<file path="src/cgmii_consts.svh">
`ifndef CGMII_CONSTS_SVH
`define CGMII_CONSTS_SVH

// Word geometry
`define CGMII_DATA_W      64
`define CGMII_CTRL_W      8

// Generator configuration widths
`define CGMII_IDLE_NBIT   5
`define CGMII_DATA_NBIT   8
`define CGMII_ERR_WORDS   4     // Error words per forced burst

// Buffer sizing
`define CGMII_FIFO_DEPTH  16
`define CGMII_FIFO_AFULL  12    // Leaves room for the registered level lag

`define CGMII_CNT_W       16

// Control character of one byte lane
`define CGMII_IDLE_BYTE   8'h07
`define CGMII_START_BYTE  8'hFB
`define CGMII_TERM_BYTE   8'hFD
`define CGMII_ERR_BYTE    8'hFE

`endif

</file>
<file path="src/cgmii_pkg.sv">
`default_nettype none

`include "cgmii_consts.svh"

package cgmii_pkg;

	typedef logic [`CGMII_DATA_W-1:0]    cgmii_data_t;    // Lane 0 in the low bits
	typedef logic [`CGMII_CTRL_W-1:0]    cgmii_ctrl_t;    // One control bit per lane
	typedef logic [`CGMII_IDLE_NBIT-1:0] idle_count_t;
	typedef logic [`CGMII_DATA_NBIT-1:0] data_count_t;    // Also frame length
	typedef logic [`CGMII_CNT_W-1:0]     stat_count_t;

	// Generator states
	typedef enum logic [2:0] {
		INIT,
		TX_C,
		TX_D,
		TX_T,
		TX_E
	} gen_state_t;

	// Checker parse states
	typedef enum logic {
		CHK_IDLE,
		CHK_FRAME
	} chk_state_t;

endpackage

`default_nettype wire

</file>
<file path="src/cgmii_frame_checker.sv">
`timescale 1ns/10ps
`default_nettype none

`include "cgmii_consts.svh"

module cgmii_frame_checker import cgmii_pkg::*; (
	input  logic        i_clock,
	input  logic        i_reset,
	input  logic        i_rx_enable,
	input  logic        i_empty,
	input  cgmii_data_t i_rd_data,
	input  cgmii_ctrl_t i_rd_ctrl,
	output logic        o_rd_en,
	output logic        o_frame_strobe,
	output logic        o_frame_good,
	output data_count_t o_frame_len,
	output stat_count_t o_good_frames,
	output stat_count_t o_bad_frames,
	output stat_count_t o_error_words
);

	chk_state_t  state;
	logic        valid_q;       // FIFO read data is valid this cycle
	data_count_t len_q;
	logic [7:0]  exp_byte;
	logic        mismatch_q;
	cgmii_data_t exp_word;
	logic        is_idle;
	logic        is_start;
	logic        is_data;
	logic        is_term;
	logic        is_err;

	assign o_rd_en = i_rx_enable && !i_empty;

	always_comb begin
		for (int i = 0; i < `CGMII_CTRL_W; i++) begin
			exp_word[8*i +: 8] = exp_byte + 8'(i);
		end
	end

	// Word decode
	assign is_idle  = (i_rd_ctrl == '1) && (i_rd_data == {`CGMII_CTRL_W{`CGMII_IDLE_BYTE}});
	assign is_err   = (i_rd_ctrl == '1) && (i_rd_data == {`CGMII_CTRL_W{`CGMII_ERR_BYTE}});
	assign is_term  = (i_rd_ctrl == '1) &&
		(i_rd_data == {{(`CGMII_CTRL_W-1){`CGMII_IDLE_BYTE}}, `CGMII_TERM_BYTE});
	assign is_start = (i_rd_ctrl == cgmii_ctrl_t'(1)) &&
		(i_rd_data == cgmii_data_t'(`CGMII_START_BYTE));
	assign is_data  = (i_rd_ctrl == '0);

	always_ff @(posedge i_clock) begin
		if (i_reset) begin
			state          <= CHK_IDLE;
			valid_q        <= 1'b0;
			len_q          <= '0;
			exp_byte       <= '0;
			mismatch_q     <= 1'b0;
			o_frame_strobe <= 1'b0;
			o_frame_good   <= 1'b0;
			o_good_frames  <= '0;
			o_bad_frames   <= '0;
			o_error_words  <= '0;
		end else begin
			valid_q        <= o_rd_en;
			o_frame_strobe <= 1'b0;
			if (valid_q) begin
				case (state)
					CHK_IDLE: begin
						if (is_start) begin
							state      <= CHK_FRAME;
							len_q      <= '0;
							exp_byte   <= '0;
							mismatch_q <= 1'b0;
						end else if (is_err) begin
							o_error_words <= o_error_words + 1'b1;
						end else if (!is_idle) begin
							o_bad_frames <= o_bad_frames + 1'b1;  // Stray word outside a frame
						end
					end
					CHK_FRAME: begin
						if (is_data) begin
							len_q    <= len_q + 1'b1;
							exp_byte <= exp_byte + 8'd8;
							if (i_rd_data != exp_word) mismatch_q <= 1'b1;
						end else if (is_term) begin
							o_frame_strobe <= 1'b1;
							o_frame_good   <= !mismatch_q;
							state          <= CHK_IDLE;
							if (mismatch_q) o_bad_frames <= o_bad_frames + 1'b1;
							else            o_good_frames <= o_good_frames + 1'b1;
						end else begin
							// A new start word opens the next frame at once
							o_frame_strobe <= 1'b1;
							o_frame_good   <= 1'b0;
							o_bad_frames   <= o_bad_frames + 1'b1;
							len_q          <= '0;
							exp_byte       <= '0;
							mismatch_q     <= 1'b0;
							state          <= is_start ? CHK_FRAME : CHK_IDLE;
							if (is_err) o_error_words <= o_error_words + 1'b1;
						end
					end
					default: state <= CHK_IDLE;
				endcase
			end
		end
	end

	// Any non-data word inside a frame ends it
	always_ff @(posedge i_clock) begin
		if (valid_q && state == CHK_FRAME && !is_data) begin
			o_frame_len <= len_q;
		end
	end

endmodule

`default_nettype wire

</file>
<file path="src/cgmii_frame_gen.sv">
`timescale 1ns/10ps
`default_nettype none

`include "cgmii_consts.svh"

module cgmii_frame_gen import cgmii_pkg::*; (
	input  logic        i_clock,
	input  logic        i_reset,
	input  idle_count_t i_num_idle,
	input  data_count_t i_num_data,
	input  logic        i_force_error,  // One-cycle pulse
	input  logic        i_almost_full,
	output logic        o_wr_en,
	output cgmii_data_t o_wr_data,
	output cgmii_ctrl_t o_wr_ctrl
);

	localparam int ERR_W = $clog2(`CGMII_ERR_WORDS + 1);
	localparam logic [ERR_W-1:0] ERR_LAST = ERR_W'(`CGMII_ERR_WORDS - 1);

	gen_state_t       state;
	idle_count_t      idle_cnt;
	data_count_t      data_cnt;     // Start word at 0 and data words from 1
	logic [ERR_W-1:0] err_cnt;
	idle_count_t      num_idle_q;
	data_count_t      num_data_q;
	logic [7:0]       byte_cnt;     // First payload byte of the current data word
	cgmii_data_t      payload;

	always_ff @(posedge i_clock) begin
		if (i_reset) begin
			state      <= INIT;
			idle_cnt   <= '0;
			data_cnt   <= '0;
			err_cnt    <= '0;
			byte_cnt   <= '0;
			num_idle_q <= '0;
			num_data_q <= '0;
		end else if (i_force_error && state != TX_E) begin
			// Forced error wins over a stall
			state    <= TX_E;
			err_cnt  <= '0;
			data_cnt <= '0;
			idle_cnt <= '0;
		end else if (!i_almost_full) begin
			case (state)
				INIT: begin
					num_idle_q <= i_num_idle;        // Config only taken here
					num_data_q <= i_num_data;
					idle_cnt   <= '0;
					data_cnt   <= '0;
					state      <= TX_C;
				end
				TX_C: begin
					if (idle_cnt == num_idle_q) begin
						idle_cnt <= '0;
						state    <= TX_D;
					end else begin
						idle_cnt <= idle_cnt + 1'b1;
					end
				end
				TX_D: begin
					if (data_cnt == '0) begin
						byte_cnt <= '0;                  // Payload restarts every frame
					end else begin
						byte_cnt <= byte_cnt + 8'd8;
					end
					if (data_cnt == num_data_q) begin
						data_cnt <= '0;
						state    <= TX_T;
					end else begin
						data_cnt <= data_cnt + 1'b1;
					end
				end
				TX_T: begin
					state <= INIT;
				end
				TX_E: begin
					if (err_cnt == ERR_LAST) begin
						err_cnt  <= '0;
						idle_cnt <= '0;
						state    <= TX_C;
					end else begin
						err_cnt <= err_cnt + 1'b1;
					end
				end
				default: begin
					state <= INIT;
				end
			endcase
		end
	end

	// Lane i carries byte_cnt + i
	always_comb begin
		for (int i = 0; i < `CGMII_CTRL_W; i++) begin
			payload[8*i +: 8] = byte_cnt + 8'(i);
		end
	end

	always_comb begin
		o_wr_ctrl = '1;
		o_wr_data = {`CGMII_CTRL_W{`CGMII_IDLE_BYTE}};
		case (state)
			TX_D: begin
				if (data_cnt == '0) begin
					o_wr_ctrl = cgmii_ctrl_t'(1);                   // Lane 0 is control
					o_wr_data = cgmii_data_t'(`CGMII_START_BYTE);
				end else begin
					o_wr_ctrl = '0;
					o_wr_data = payload;
				end
			end
			TX_T: begin
				o_wr_data = {{(`CGMII_CTRL_W-1){`CGMII_IDLE_BYTE}}, `CGMII_TERM_BYTE};
			end
			TX_E: begin
				o_wr_data = {`CGMII_CTRL_W{`CGMII_ERR_BYTE}};
			end
			default: begin
				o_wr_ctrl = '1;                                  // Idle in INIT and TX_C
			end
		endcase
	end

	// INIT writes nothing and every other state writes one word per free cycle
	assign o_wr_en = (state != INIT) && !i_almost_full;

endmodule

`default_nettype wire

</file>
<file path="src/cgmii_link_top.sv">
`timescale 1ns/10ps
`default_nettype none

module cgmii_link_top import cgmii_pkg::*; (
	input  logic        i_clock,
	input  logic        i_reset,
	input  idle_count_t i_num_idle,
	input  data_count_t i_num_data,
	input  logic        i_force_error,
	input  logic        i_rx_enable,
	output logic        o_frame_strobe,
	output logic        o_frame_good,
	output data_count_t o_frame_len,
	output stat_count_t o_good_frames,
	output stat_count_t o_bad_frames,
	output stat_count_t o_error_words,
	output logic        o_overflow
);

	// Producer side
	logic        wr_en;
	cgmii_data_t wr_data;
	cgmii_ctrl_t wr_ctrl;
	logic        almost_full;

	// Consumer side
	logic        rd_en;
	cgmii_data_t rd_data;
	cgmii_ctrl_t rd_ctrl;
	logic        empty;

	cgmii_frame_gen cgmii_frame_gen_i (
		.i_clock       (i_clock),
		.i_reset       (i_reset),
		.i_num_idle    (i_num_idle),
		.i_num_data    (i_num_data),
		.i_force_error (i_force_error),
		.i_almost_full (almost_full),
		.o_wr_en       (wr_en),
		.o_wr_data     (wr_data),
		.o_wr_ctrl     (wr_ctrl)
	);

	cgmii_word_fifo cgmii_word_fifo_i (
		.i_clock       (i_clock),
		.i_reset       (i_reset),
		.i_wr_en       (wr_en),
		.i_wr_data     (wr_data),
		.i_wr_ctrl     (wr_ctrl),
		.i_rd_en       (rd_en),
		.o_rd_data     (rd_data),
		.o_rd_ctrl     (rd_ctrl),
		.o_empty       (empty),
		.o_almost_full (almost_full),
		.o_overflow    (o_overflow)
	);

	cgmii_frame_checker cgmii_frame_checker_i (
		.i_clock        (i_clock),
		.i_reset        (i_reset),
		.i_rx_enable    (i_rx_enable),
		.i_empty        (empty),
		.i_rd_data      (rd_data),
		.i_rd_ctrl      (rd_ctrl),
		.o_rd_en        (rd_en),
		.o_frame_strobe (o_frame_strobe),
		.o_frame_good   (o_frame_good),
		.o_frame_len    (o_frame_len),
		.o_good_frames  (o_good_frames),
		.o_bad_frames   (o_bad_frames),
		.o_error_words  (o_error_words)
	);

endmodule

`default_nettype wire

</file>
<file path="src/cgmii_word_fifo.sv">
`timescale 1ns/10ps
`default_nettype none

`include "cgmii_consts.svh"

module cgmii_word_fifo import cgmii_pkg::*; (
	input  logic        i_clock,
	input  logic        i_reset,
	input  logic        i_wr_en,
	input  cgmii_data_t i_wr_data,
	input  cgmii_ctrl_t i_wr_ctrl,
	input  logic        i_rd_en,
	output cgmii_data_t o_rd_data,
	output cgmii_ctrl_t o_rd_ctrl,
	output logic        o_empty,
	output logic        o_almost_full,
	output logic        o_overflow      // Sticky
);

	localparam int ADDR_W = $clog2(`CGMII_FIFO_DEPTH);
	localparam int CNT_W  = ADDR_W + 1;

	logic [`CGMII_CTRL_W+`CGMII_DATA_W-1:0] mem [`CGMII_FIFO_DEPTH];
	logic [ADDR_W-1:0] wr_ptr;
	logic [ADDR_W-1:0] rd_ptr;
	logic [CNT_W-1:0]  count;
	logic              full;
	logic              do_wr;
	logic              do_rd;

	assign full    = (count == CNT_W'(`CGMII_FIFO_DEPTH));
	assign o_empty = (count == '0);
	assign do_wr   = i_wr_en && !full;
	assign do_rd   = i_rd_en && !o_empty;

	always_ff @(posedge i_clock) begin
		if (do_wr) begin
			mem[wr_ptr] <= {i_wr_ctrl, i_wr_data};
		end
	end

	// Read data is valid the cycle after i_rd_en
	always_ff @(posedge i_clock) begin
		if (do_rd) begin
			{o_rd_ctrl, o_rd_data} <= mem[rd_ptr];
		end
	end

	always_ff @(posedge i_clock) begin
		if (i_reset) begin
			wr_ptr        <= '0;
			rd_ptr        <= '0;
			count         <= '0;
			o_almost_full <= 1'b0;
			o_overflow    <= 1'b0;
		end else begin
			if (do_wr) wr_ptr <= wr_ptr + 1'b1;           // Power-of-two depth wraps
			if (do_rd) rd_ptr <= rd_ptr + 1'b1;
			case ({do_wr, do_rd})
				2'b10:   count <= count + 1'b1;
				2'b01:   count <= count - 1'b1;
				default: count <= count;
			endcase
			o_almost_full <= (count >= CNT_W'(`CGMII_FIFO_AFULL));
			if (i_wr_en && full) o_overflow <= 1'b1;
		end
	end

endmodule

`default_nettype wire

</file>
<file path="config.mk">
export PLATFORM = sky130hd
export DESIGN_NAME = cgmii_link_top
export DESIGN_NICKNAME = d
export VERILOG_FILES = /design/src/cgmii_pkg.sv /design/src/cgmii_frame_checker.sv /design/src/cgmii_frame_gen.sv /design/src/cgmii_link_top.sv /design/src/cgmii_word_fifo.sv
export VERILOG_INCLUDE_DIRS = /design/src
export SDC_FILE = /design/constraint.sdc
export NUM_CORES = 1
export LEC_CHECK = 0
export ABC_AREA = 1
export BUFFER_PORTS_ARGS = -buffer_cell sky130_fd_sc_hd__buf_4
export CAP_MARGIN = 20
export CORE_MARGIN = 2
export CORE_UTILIZATION = 53
export DETAILED_ROUTE_END_ITERATION = 6
export PLACE_DENSITY = 0.68
export SLEW_MARGIN = 0
export SYNTH_ARGS = -nofsm -noshare
export SYNTH_HDL_FRONTEND = slang
export SYNTH_SLANG_ARGS = --single-unit
</file>
<file path="constraint.sdc">
create_clock -name i_clock -period 2.4 [get_ports i_clock]
set_input_delay 0.24 -clock i_clock [delete_from_list [all_inputs] [get_ports i_clock]]
set_output_delay 0.24 -clock i_clock [all_outputs]
set_load 0.005 [all_outputs]
</file>
# Yosys cells after proc, flatten, opt, wreduce, memory -nomap -nowiden
# Memory sizes are Yosys's and may differ from the RTL's. A register that Yosys moved wholly into a read port is not among the register bits.
# Index checks and enable logic that the tools add are counted.
# word_totals
reg_bits,132
ramBits,1152
inputBits,17
out_inout_bits,59
n_memories,1
# op_classes
add_sub_neg,27
n_lt_le_gt_ge,1
n_eq_ne,34
mux,49
bitwise,6
reduce_logical,40
# mem_list
memory,words,word_bits,read_ports,rd_clocked_by_memory_dff,wr,line_no,rtl
cgmii_word_fifo_i.mem,16,72,1,1,1,cgmii_word_fifo.sv:23,logic [`CGMII_CTRL_W+`CGMII_DATA_W-1:0] mem [`CGMII_FIFO_DEPTH];
# op_table
operator,count
$pmux 64 s3,1
$mux 16,10
$eq 64x59->1 const B,2
$add 8x3->8 const B,8
$eq 64x64->1 const B,1
$eq 64x8->1 const B,1
$mux 64,1
$ne 64x64->1,1
$pmux 16 s2,2
$mux 8,7
$add 16x1->16 const B,3
$pmux 8 s2,3
$add 8x1->8 const B,4
$add 8x2->8 const B,4
$mux 3,6
$add 8x4->8 const B,2
$logic_not 8->1,2
$reduce_and 4->1,4
$pmux 5 s3,1
$reduce_and 3->1,5
$logic_and 1x1->1,12
$mux 1,12
$ne 2x2->1 const B,6
$ne 3x3->1 const B,4
32 further kinds,55

# Depth between registers and ports, before layout
# Gate-level depths: netlist (run 1).
# depth
ltp_word,6
mapped_depth,15
mapped_depth_nobuf,15

# Cells and area by module
# From an unflattened synthesis (run 1), not the netlist that was laid out.
# unflattened
cells_unflattened,6096
area_unflattened_um2,60003.8
# by_module_without_submodules
module,instances,cells_per_inst,area_per_inst_um2,seq_area_each_um2
cgmii_word_fifo,1,4846,52013.6,37055.5
cgmii_frame_checker,1,901,5477.8,1561.5
cgmii_frame_gen,1,349,2512.4,740.7

# Worst setup path before layout (run 1)
# OpenSTA, ideal clock, no wires.
# synth_timing
path_kind,register -> register
start,register cgmii_word_fifo_i.count[0]
end,register cgmii_word_fifo_i.count[4]
arrival_ns,2.489
required_ns,2.278
setup_slack_ns,-0.211
path_stages_with_launch,14
period_less_slack_ns,2.611
cell_sequence,dfxtp_1 > inv_1 > nand4_1 > or2_2 > nand2_1 > inv_1 > ha_1 > ha_1 > a21oi_1 > nand2_1 > a21oi_1 > o21ai_0 > o21ai_0 > a21oi_1
# synth_via
elab_chain_len,6
# synth_lines
item,line_no,rtl
"start, declared",cgmii_word_fifo.sv:26,logic [CNT_W-1:0] count;
"start signal, assigned",cgmii_word_fifo.sv:60,2'b10: count <= count + 1'b1;
"start signal, assigned",cgmii_word_fifo.sv:61,2'b01: count <= count - 1'b1;
"start signal, assigned",cgmii_word_fifo.sv:62,default: count <= count;
$logic_not 5->1 (*),cgmii_word_fifo.sv:32,assign o_empty = (count == '0);
$logic_not 1->1 (*),cgmii_frame_checker.sv:34,assign o_rd_en = i_rx_enable && !i_empty;
$logic_and 1x1->1 (*),cgmii_frame_checker.sv:34,
named net cgmii_frame_checker_i.o_rd_en,cgmii_frame_checker.sv:13,"output logic o_rd_en,"
$logic_and 1x1->1 (*),cgmii_word_fifo.sv:34,assign do_rd = i_rd_en && !o_empty;
$eq 2x1->1 / $eq 2x2->1 (equally long branches),cgmii_word_fifo.sv:59,"case ({do_wr, do_rd})"
$pmux 5 s2 / $reduce_bool 2->1 (equally long branches),--,
# Mark *: on every way through the listed nets, which the timed path passes. The rest lies on a longest branch.
# A chain may end at the register's enable or synchronous reset.

# Final worst setup path (run 1)
# layout_timing
start,register cgmii_word_fifo_i.count[2]
end,register cgmii_word_fifo_i.count[4]
# Same word-level chain as after synthesis.

==> flow_summary.ini, run 1 <==
[status]
outcome = complete, no violations

[power]
vdd_drop_max_mv = 0.663
leakage_nw = 9.07
powerDensity_nw_per_um2 = 1000
p_total_mw = 25.8

[placement]
gp_congestion = 0.889
io_buffers = 75
dp.cells = 2690
dp_hpwl_um = 33600

[clock_network]
cts_root_buf = clkbuf_16
cts_num_sinks = 517
cts-buffers-inserted = 52
cts_setup_buffers = 0
clk_pin_slew_ps = 60
clk_latency_ps = 600
cts.path.max_buffers = 3
cts_htree_levels = 2
cts_tree = yes

[timing]
timing.final.crit_share_pct = 92.1
worst_pin_slew_ps = 1120
rsz0062_at_grt = no
maxSlewViolCount = 0
relSlewSlack_pct = 25.0
fin_tns_setup_ps = 0
max_freq_mhz = 452
setup_viol = 0
fin_skew_ps = 29.5
period_minus_slack_ps = 2210
finalHoldViolations = 0

[yosys]
yosys_warnings = 0
ys_top_cells_by_count = edfxtp_1, nor2_1, nand2_1, o21ai_0, inv_1
avgSynthCellArea_sq_um = 10.5
ys_ff_latch = 517
synth-edff-count = 399
synth_most_common_cell = edfxtp_1
synthCells = 2102
netlist_area_sq_um = 22100
synth_nets = 2139
synth_ff_type = edfxtp_1
synth_top_area_cell = edfxtp_1
ys_top_cells_by_area = edfxtp_1, dfxtp_1, nor2_1, o21ai_0, nand2_1
synth_top_area_share_pct = 54.3
yosysSeqAreaShare_pct = 65.0
synth_cell_type_count = 49
async_flop_share_pct = 0

[floorplanning]
rows = 74
die_h_um = 208
ios = 76
core_sq_um = 40900
die_area_sq_um = 43300
initial_utilization_pct = 53.9
fp.dieW_um = 208

[finish]
antennaDiodeCount = 0
instances_no_fill = 2802
fin_util_pct = 62.8
drive_above_1_share_pct = 13.4
nets = 2264
syn_to_final_growth_pct = 16.6

[detailed_routing]
drtIter0Drc = 1692
vias = 16287
ant_nets = 0
drc_errors = 0
dr.pass1.iters = 5
wl_per_cell_um = 20.0
via_per_inst = 5.81
routed_wirelength_um = 56000

[critical_path]
rr_worst_depth = 15
start_kind = flop
path_common_cell = inv_1
crit_type = reg2reg
end_kind = flop
timing.rr.end = cgmii_word_fifo_i.count[4]$_SDFFE_PP0P_
slowest_stage = dfxtp_1
cp_max_fo = 6
cp.required_ps = 2860
critPathCapture = cgmii_word_fifo_i.count[4]$_SDFFE_PP0P_
worst_ep_arrival_time_ps = 2670
r2r-start = cgmii_word_fifo_i.count[2]$_SDFFE_PP0P_
rrSetupSlack_ps = 190
crit_start = cgmii_word_fifo_i.count[2]$_SDFFE_PP0P_
cp_slowest_stage_delay_ps = 350
crit_chain = inv_1 -> nand4_1 -> or2_4 -> nand2_4 -> clkinvlp_4 -> ha_4 -> inv_1 -> fa_2 -> inv_1 -> nand3_1 -> nand2_1 -> a21oi_1 -> o21ai_0 -> o21ai_1 -> a21oi_1

[hold_path]
min_path_cells = 5
hp-class = in2reg

[global_route]
grt_use_total_pct = 25.8
grt_max_degree = 98
grt_first_pass_wirelength_um = 87500
grt_overflow = 0
antenna_found_initial = 0
grt_pass1_vias = 15765

[job]
maxCapViolCount = 0
==> per-stage QoR <==
step	hold WS (ps)	setup slack, ps	area (sq um)
3_3_place_gp	446	205	23800
5_1_grt	130	10.3	25700
6_report	102	190	25700
3_5_place_dp	443	196	23800
4_1_cts	80.3	146	25700
2_1_floorplan	394	-99.3	22100
==> placed cells by master (no fill, tap or decap), types with 4 or more instances in the layout <==
cell type        n
buf_4          138
o211ai_1        19
xor2_1          20
dfxtp_1        115
clkinv_1        18
ha_1            16
nor2_2          30
nor3b_1          5
xnor2_1          9
clkbuf_16       56
nand2_1        251
nand2_2          7
clkbuf_1        10
inv_1          148
bufinv_16        6
o22ai_1         34
o21ai_1          7
nor2_4           7
nand4_1         31
o221ai_1        61
edfxtp_1       399
nand3_1         76
nor2_1         352
nor4_1           9
a21oi_1         73
buf_12          17
dlygate4sd3_1   15
nor3_1          34
o21ai_0        242
nand3b_1         4
inv_2            9
==> how the worst min path moves through the flow <==
stage | slack [ps] | from | to
2_1_floorplan | 390 | i_rx_enable | cgmii_frame_checker_i.valid_q$_SDFF_PP0_
3_3_place_gp | 450 | cgmii_frame_gen_i.err_cnt[2]$_SDFFE_PP0P_ | cgmii_frame_gen_i.err_cnt[2]$_SDFFE_PP0P_
3_5_place_dp | 440 | cgmii_frame_gen_i.err_cnt[2]$_SDFFE_PP0P_ | cgmii_frame_gen_i.err_cnt[2]$_SDFFE_PP0P_
4_1_cts | 80 | i_force_error | cgmii_frame_gen_i.state[2]$_SDFFE_PP0P_
5_1_grt | 130 | i_force_error | cgmii_frame_gen_i.state[2]$_SDFFE_PP0P_
6_report | 100 | i_force_error | cgmii_frame_gen_i.state[2]$_SDFFE_PP0P_
==> critical path: cells and delay by family, from the launching register on <==
family | cells | cell delay (ps)
AND/OR/NAND/NOR | 5 | 600
AO/OA/AOI/OAI | 4 | 400
flip-flops | 1 | 350
buffers and inverters | 4 | 300
adder cells (fa/ha/maj) | 2 | 400
==> power by group <==
group / switching (mW) / internal, mW
logic: 4.18 / 1.87
clock network: 3.34 / 4.97
registers: 0.518 / 11.0
==> cell families after synthesis <==
kind of cell    Yosys count  share of synthesized area [%]
flops                   517                           65.0
compound gates          452                           11.9
simple gates            821                           16.0
fa+ha+maj                20                           1.17
xor+xnor                 29                           1.15
buf+inv                 263                           4.73
==> sequential cells by signal (all words and copies together) (netlist names), 8 cells and up <==
signal / flops
cgmii_frame_checker_i.o_error_words: 16
cgmii_word_fifo_i.o_rd_data: 21
cgmii_frame_gen_i.data_cnt: 8
cgmii_frame_checker_i.len_q: 8
cgmii_frame_checker_i.o_frame_len: 8
cgmii_frame_gen_i.num_data_q: 8
cgmii_word_fifo_i.mem: 368
cgmii_frame_checker_i.o_good_frames: 16
cgmii_frame_checker_i.o_bad_frames: 16
==> layout make-up <==
cell class / count / area [sq um]
clock inverter: 27 / 284
fill: 3232 / 15200
sequential: 517 / 14400
tap: 532 / 666
timing repair buffer: 170 / 1530
clock buffer: 70 / 1490
multi-input combinational: 1322 / 6770
inverter: 164 / 627
==> layer usage <==
layer	part of all wire [%]	GRT usage (%)
met5	0	0
met4	2.6	8.88
met1	41	34.2
met2	49	43.2
met3	7.8	4.36
==> what timing repair did <==
action	4_1_cts	5_1_grt
hold buffers	15	0
endpoints found under the hold margin	21	0
resized for setup	0	1
setup endpoints to repair	0	1
Power figures use the tool's default switching activity.
==> run 2: changes to the inputs <==
Settings changed: CTS_BUF_LIST from default to sky130_fd_sc_hd__clkbuf_8.
==> run 2 against run 1 <==
Net effect:
- via count grew 0.82%
- maximum frequency grew 1.3%
- global-route usage hardly changed
- largest cell class unchanged
==> flow_summary.ini, run 2 (same netlist as run 1, synthesis figures left out) <==
[global_route]
grt_max_degree = 98
grt_pass1_vias = 15948
grt_first_pass_wirelength_um = 87400
grt_overflow = 0
grt_use_total_pct = 25.8
antenna_found_initial = 1

[clock_network]
cts_tree = yes
cts.path.max_buffers = 3
cts-buffers-inserted = 83
cts_htree_levels = 3
cts_num_sinks = 517
clk_pin_slew_ps = 60
cts_setup_buffers = 0
cts_root_buf = clkbuf_8
clk_latency_ps = 640

[power]
internal_power_mw = 16.5
net-switching-power_mw = 8.09
combPwrFrac_pct = 24.6
powerDensity_nw_per_um2 = 965
leakage_nw = 9.09
clock_power_share_pct = 28.7
swShare_pct = 32.9
vdd_drop_max_mv = 0.504
p_total_mw = 24.6
seqPwrFrac_pct = 46.7

[timing]
max_freq_mhz = 458
fin_tns_setup_ps = 0
setup_ws_ps = 219
setup_viol = 0
maxSlewViolCount = 0
period_minus_slack_ps = 2180
finalHoldViolations = 0
relSlewSlack_pct = 59.5
holdWs_ps = 86.0
timing.final.crit_share_pct = 90.9
rsz0062_at_grt = no
fin_skew_ps = 28.7
worst_pin_slew_ps = 606

[critical_path]
crit_chain = inv_1 -> nand4_1 -> or2_4 -> nand2_4 -> clkinvlp_4 -> ha_4 -> inv_1 -> fa_2 -> inv_1 -> nand3_1 -> nand2_1 -> a21oi_1 -> o21ai_0 -> o21ai_1 -> a21oi_1
slowest_stage = dfxtp_1
crit_type = reg2reg
worst_ep_arrival_time_ps = 2690
timing.rr.end = cgmii_word_fifo_i.count[4]$_SDFFE_PP0P_
cp_max_fo = 6
crit_start = cgmii_word_fifo_i.count[1]$_SDFFE_PP0P_
rr_worst_depth = 15
cp_slowest_stage_delay_ps = 320
critPathBufInv = 4
start_kind = flop
cp.required_ps = 2910
cp_top_family = simple AND/OR/NAND/NOR gates
r2r-start = cgmii_word_fifo_i.count[1]$_SDFFE_PP0P_
path_common_cell = inv_1
end_kind = flop
rrSetupSlack_ps = 220

[finish]
largest_reg_flops = 368
nets = 2296
largest-register = cgmii_word_fifo_i.mem
regArea_sq_um = 14400
drive_above_1_share_pct = 14.5
multiInputGateArea_sq_um = 6770
antennaDiodeCount = 0
fill_cells = 3278
syn_to_final_growth_pct = 15.5
layout_common_cells = edfxtp_1, nor2_1, nand2_1
instances_no_fill = 2851
final_common_cell = edfxtp_1

[detailed_routing]
ant_nets = 0
drc_errors = 0
drtIter0Drc = 1861
wl_per_cell_um = 19.7
vias = 16420
dr.pass1.iters = 5
via_per_inst = 5.76
routed_wirelength_um = 56200

[floorplanning]
core_sq_um = 40900
rows = 74
initial_utilization_pct = 53.9
ios = 76
die_area_sq_um = 43300
die_h_um = 208
fp.dieW_um = 208

[placement]
dp_hpwl_um = 33600
io_buffers = 75
dp.cells = 2690
dp_slack_ps = 196
gp_congestion = 0.889

[hold_path]
hp-class = in2reg
min_path_cells = 5
min_to = cgmii_frame_gen_i.state[2]$_SDFFE_PP0P_
min_from = i_force_error

[status]
outcome = complete, no violations

[job]
maxCapViolCount = 0
==> run 2: cell types whose count changed in the layout (fill, tap and decap cells not counted), sizes merged <==
cell	change
inv	+30
clkinv	-1
clkinvlp	+3
buf	+1
clkbuf	+20
bufinv	-4
==> run 2: cell type report <==
class | count | share of cell area, %
clock buffer | 90 | 4.86
clock inverter | 55 | 1.15
inverter | 164 | 2.46
multi-input combinational | 1322 | 26.6
sequential | 517 | 56.3
tap | 532 | 2.61
timing repair buffer | 171 | 6.02
==> run 2: how the worst max path moves through the flow <==
stage / endpoint / slack, ps / depth (start not counted)
global placement: cgmii_word_fifo_i.count[4]$_SDFFE_PP0P_ / 200 / 15
CTS: cgmii_word_fifo_i.count[4]$_SDFFE_PP0P_ / 190 / 15
floorplan: cgmii_word_fifo_i.mem[11][0]$_DFFE_PP_ / -100 / 6
detailed placement: cgmii_word_fifo_i.count[4]$_SDFFE_PP0P_ / 200 / 15
global route: cgmii_frame_checker_i.o_bad_frames[3]$_SDFFE_PP0P_ / 20 / 11
finish: cgmii_word_fifo_i.count[4]$_SDFFE_PP0P_ / 220 / 15
==> run 2: worst reg2reg max path: cells and delay by family (launching register included) <==
family	cells	cell delay, ps
AOI/OAI and AO/OA	4	400
adders and majority gates	2	400
buffers and inverters	4	330
DFF	1	320
and+or+nand+nor	5	610
==> run 2: stage by stage <==
step	area (sq um)	utilization [%]
2_1_floorplan	22100	-
3_3_place_gp	23800	58.1
3_5_place_dp	23800	58.1
4_1_cts	25500	62.2
5_1_grt	25500	62.3
6_report	25500	62.3
==> run 2: metal layers <==
layer  up-vias  global-route usage (%)  share of wire [%]
li1       7743                       -                  -
met1      7968                    34.2                 41
met2       602                    42.9                 49
met3       107                    4.62                7.5
met4         0                    9.24                2.7
met5         -                       0                  0
==> run 2: power groups by stage <==
stage | Sequential [mW] | Clock (mW) | Combinational, mW
after floorplan | 11.5 | 0 | 3.87
after global placement | 11.6 | 0 | 5.79
after detailed placement | 11.7 | 0 | 5.95
after CTS | 11.5 | 7.18 | 5.99
after global routing | 11.6 | 7.55 | 6.69
final | 11.5 | 7.06 | 6.05
==> run 2: timing repair <==
action                                 4_1_cts  5_1_grt
setup endpoints to repair                    0        1
resized for setup                            0        1
hold buffers                                15        0
endpoints found under the hold margin       22        0
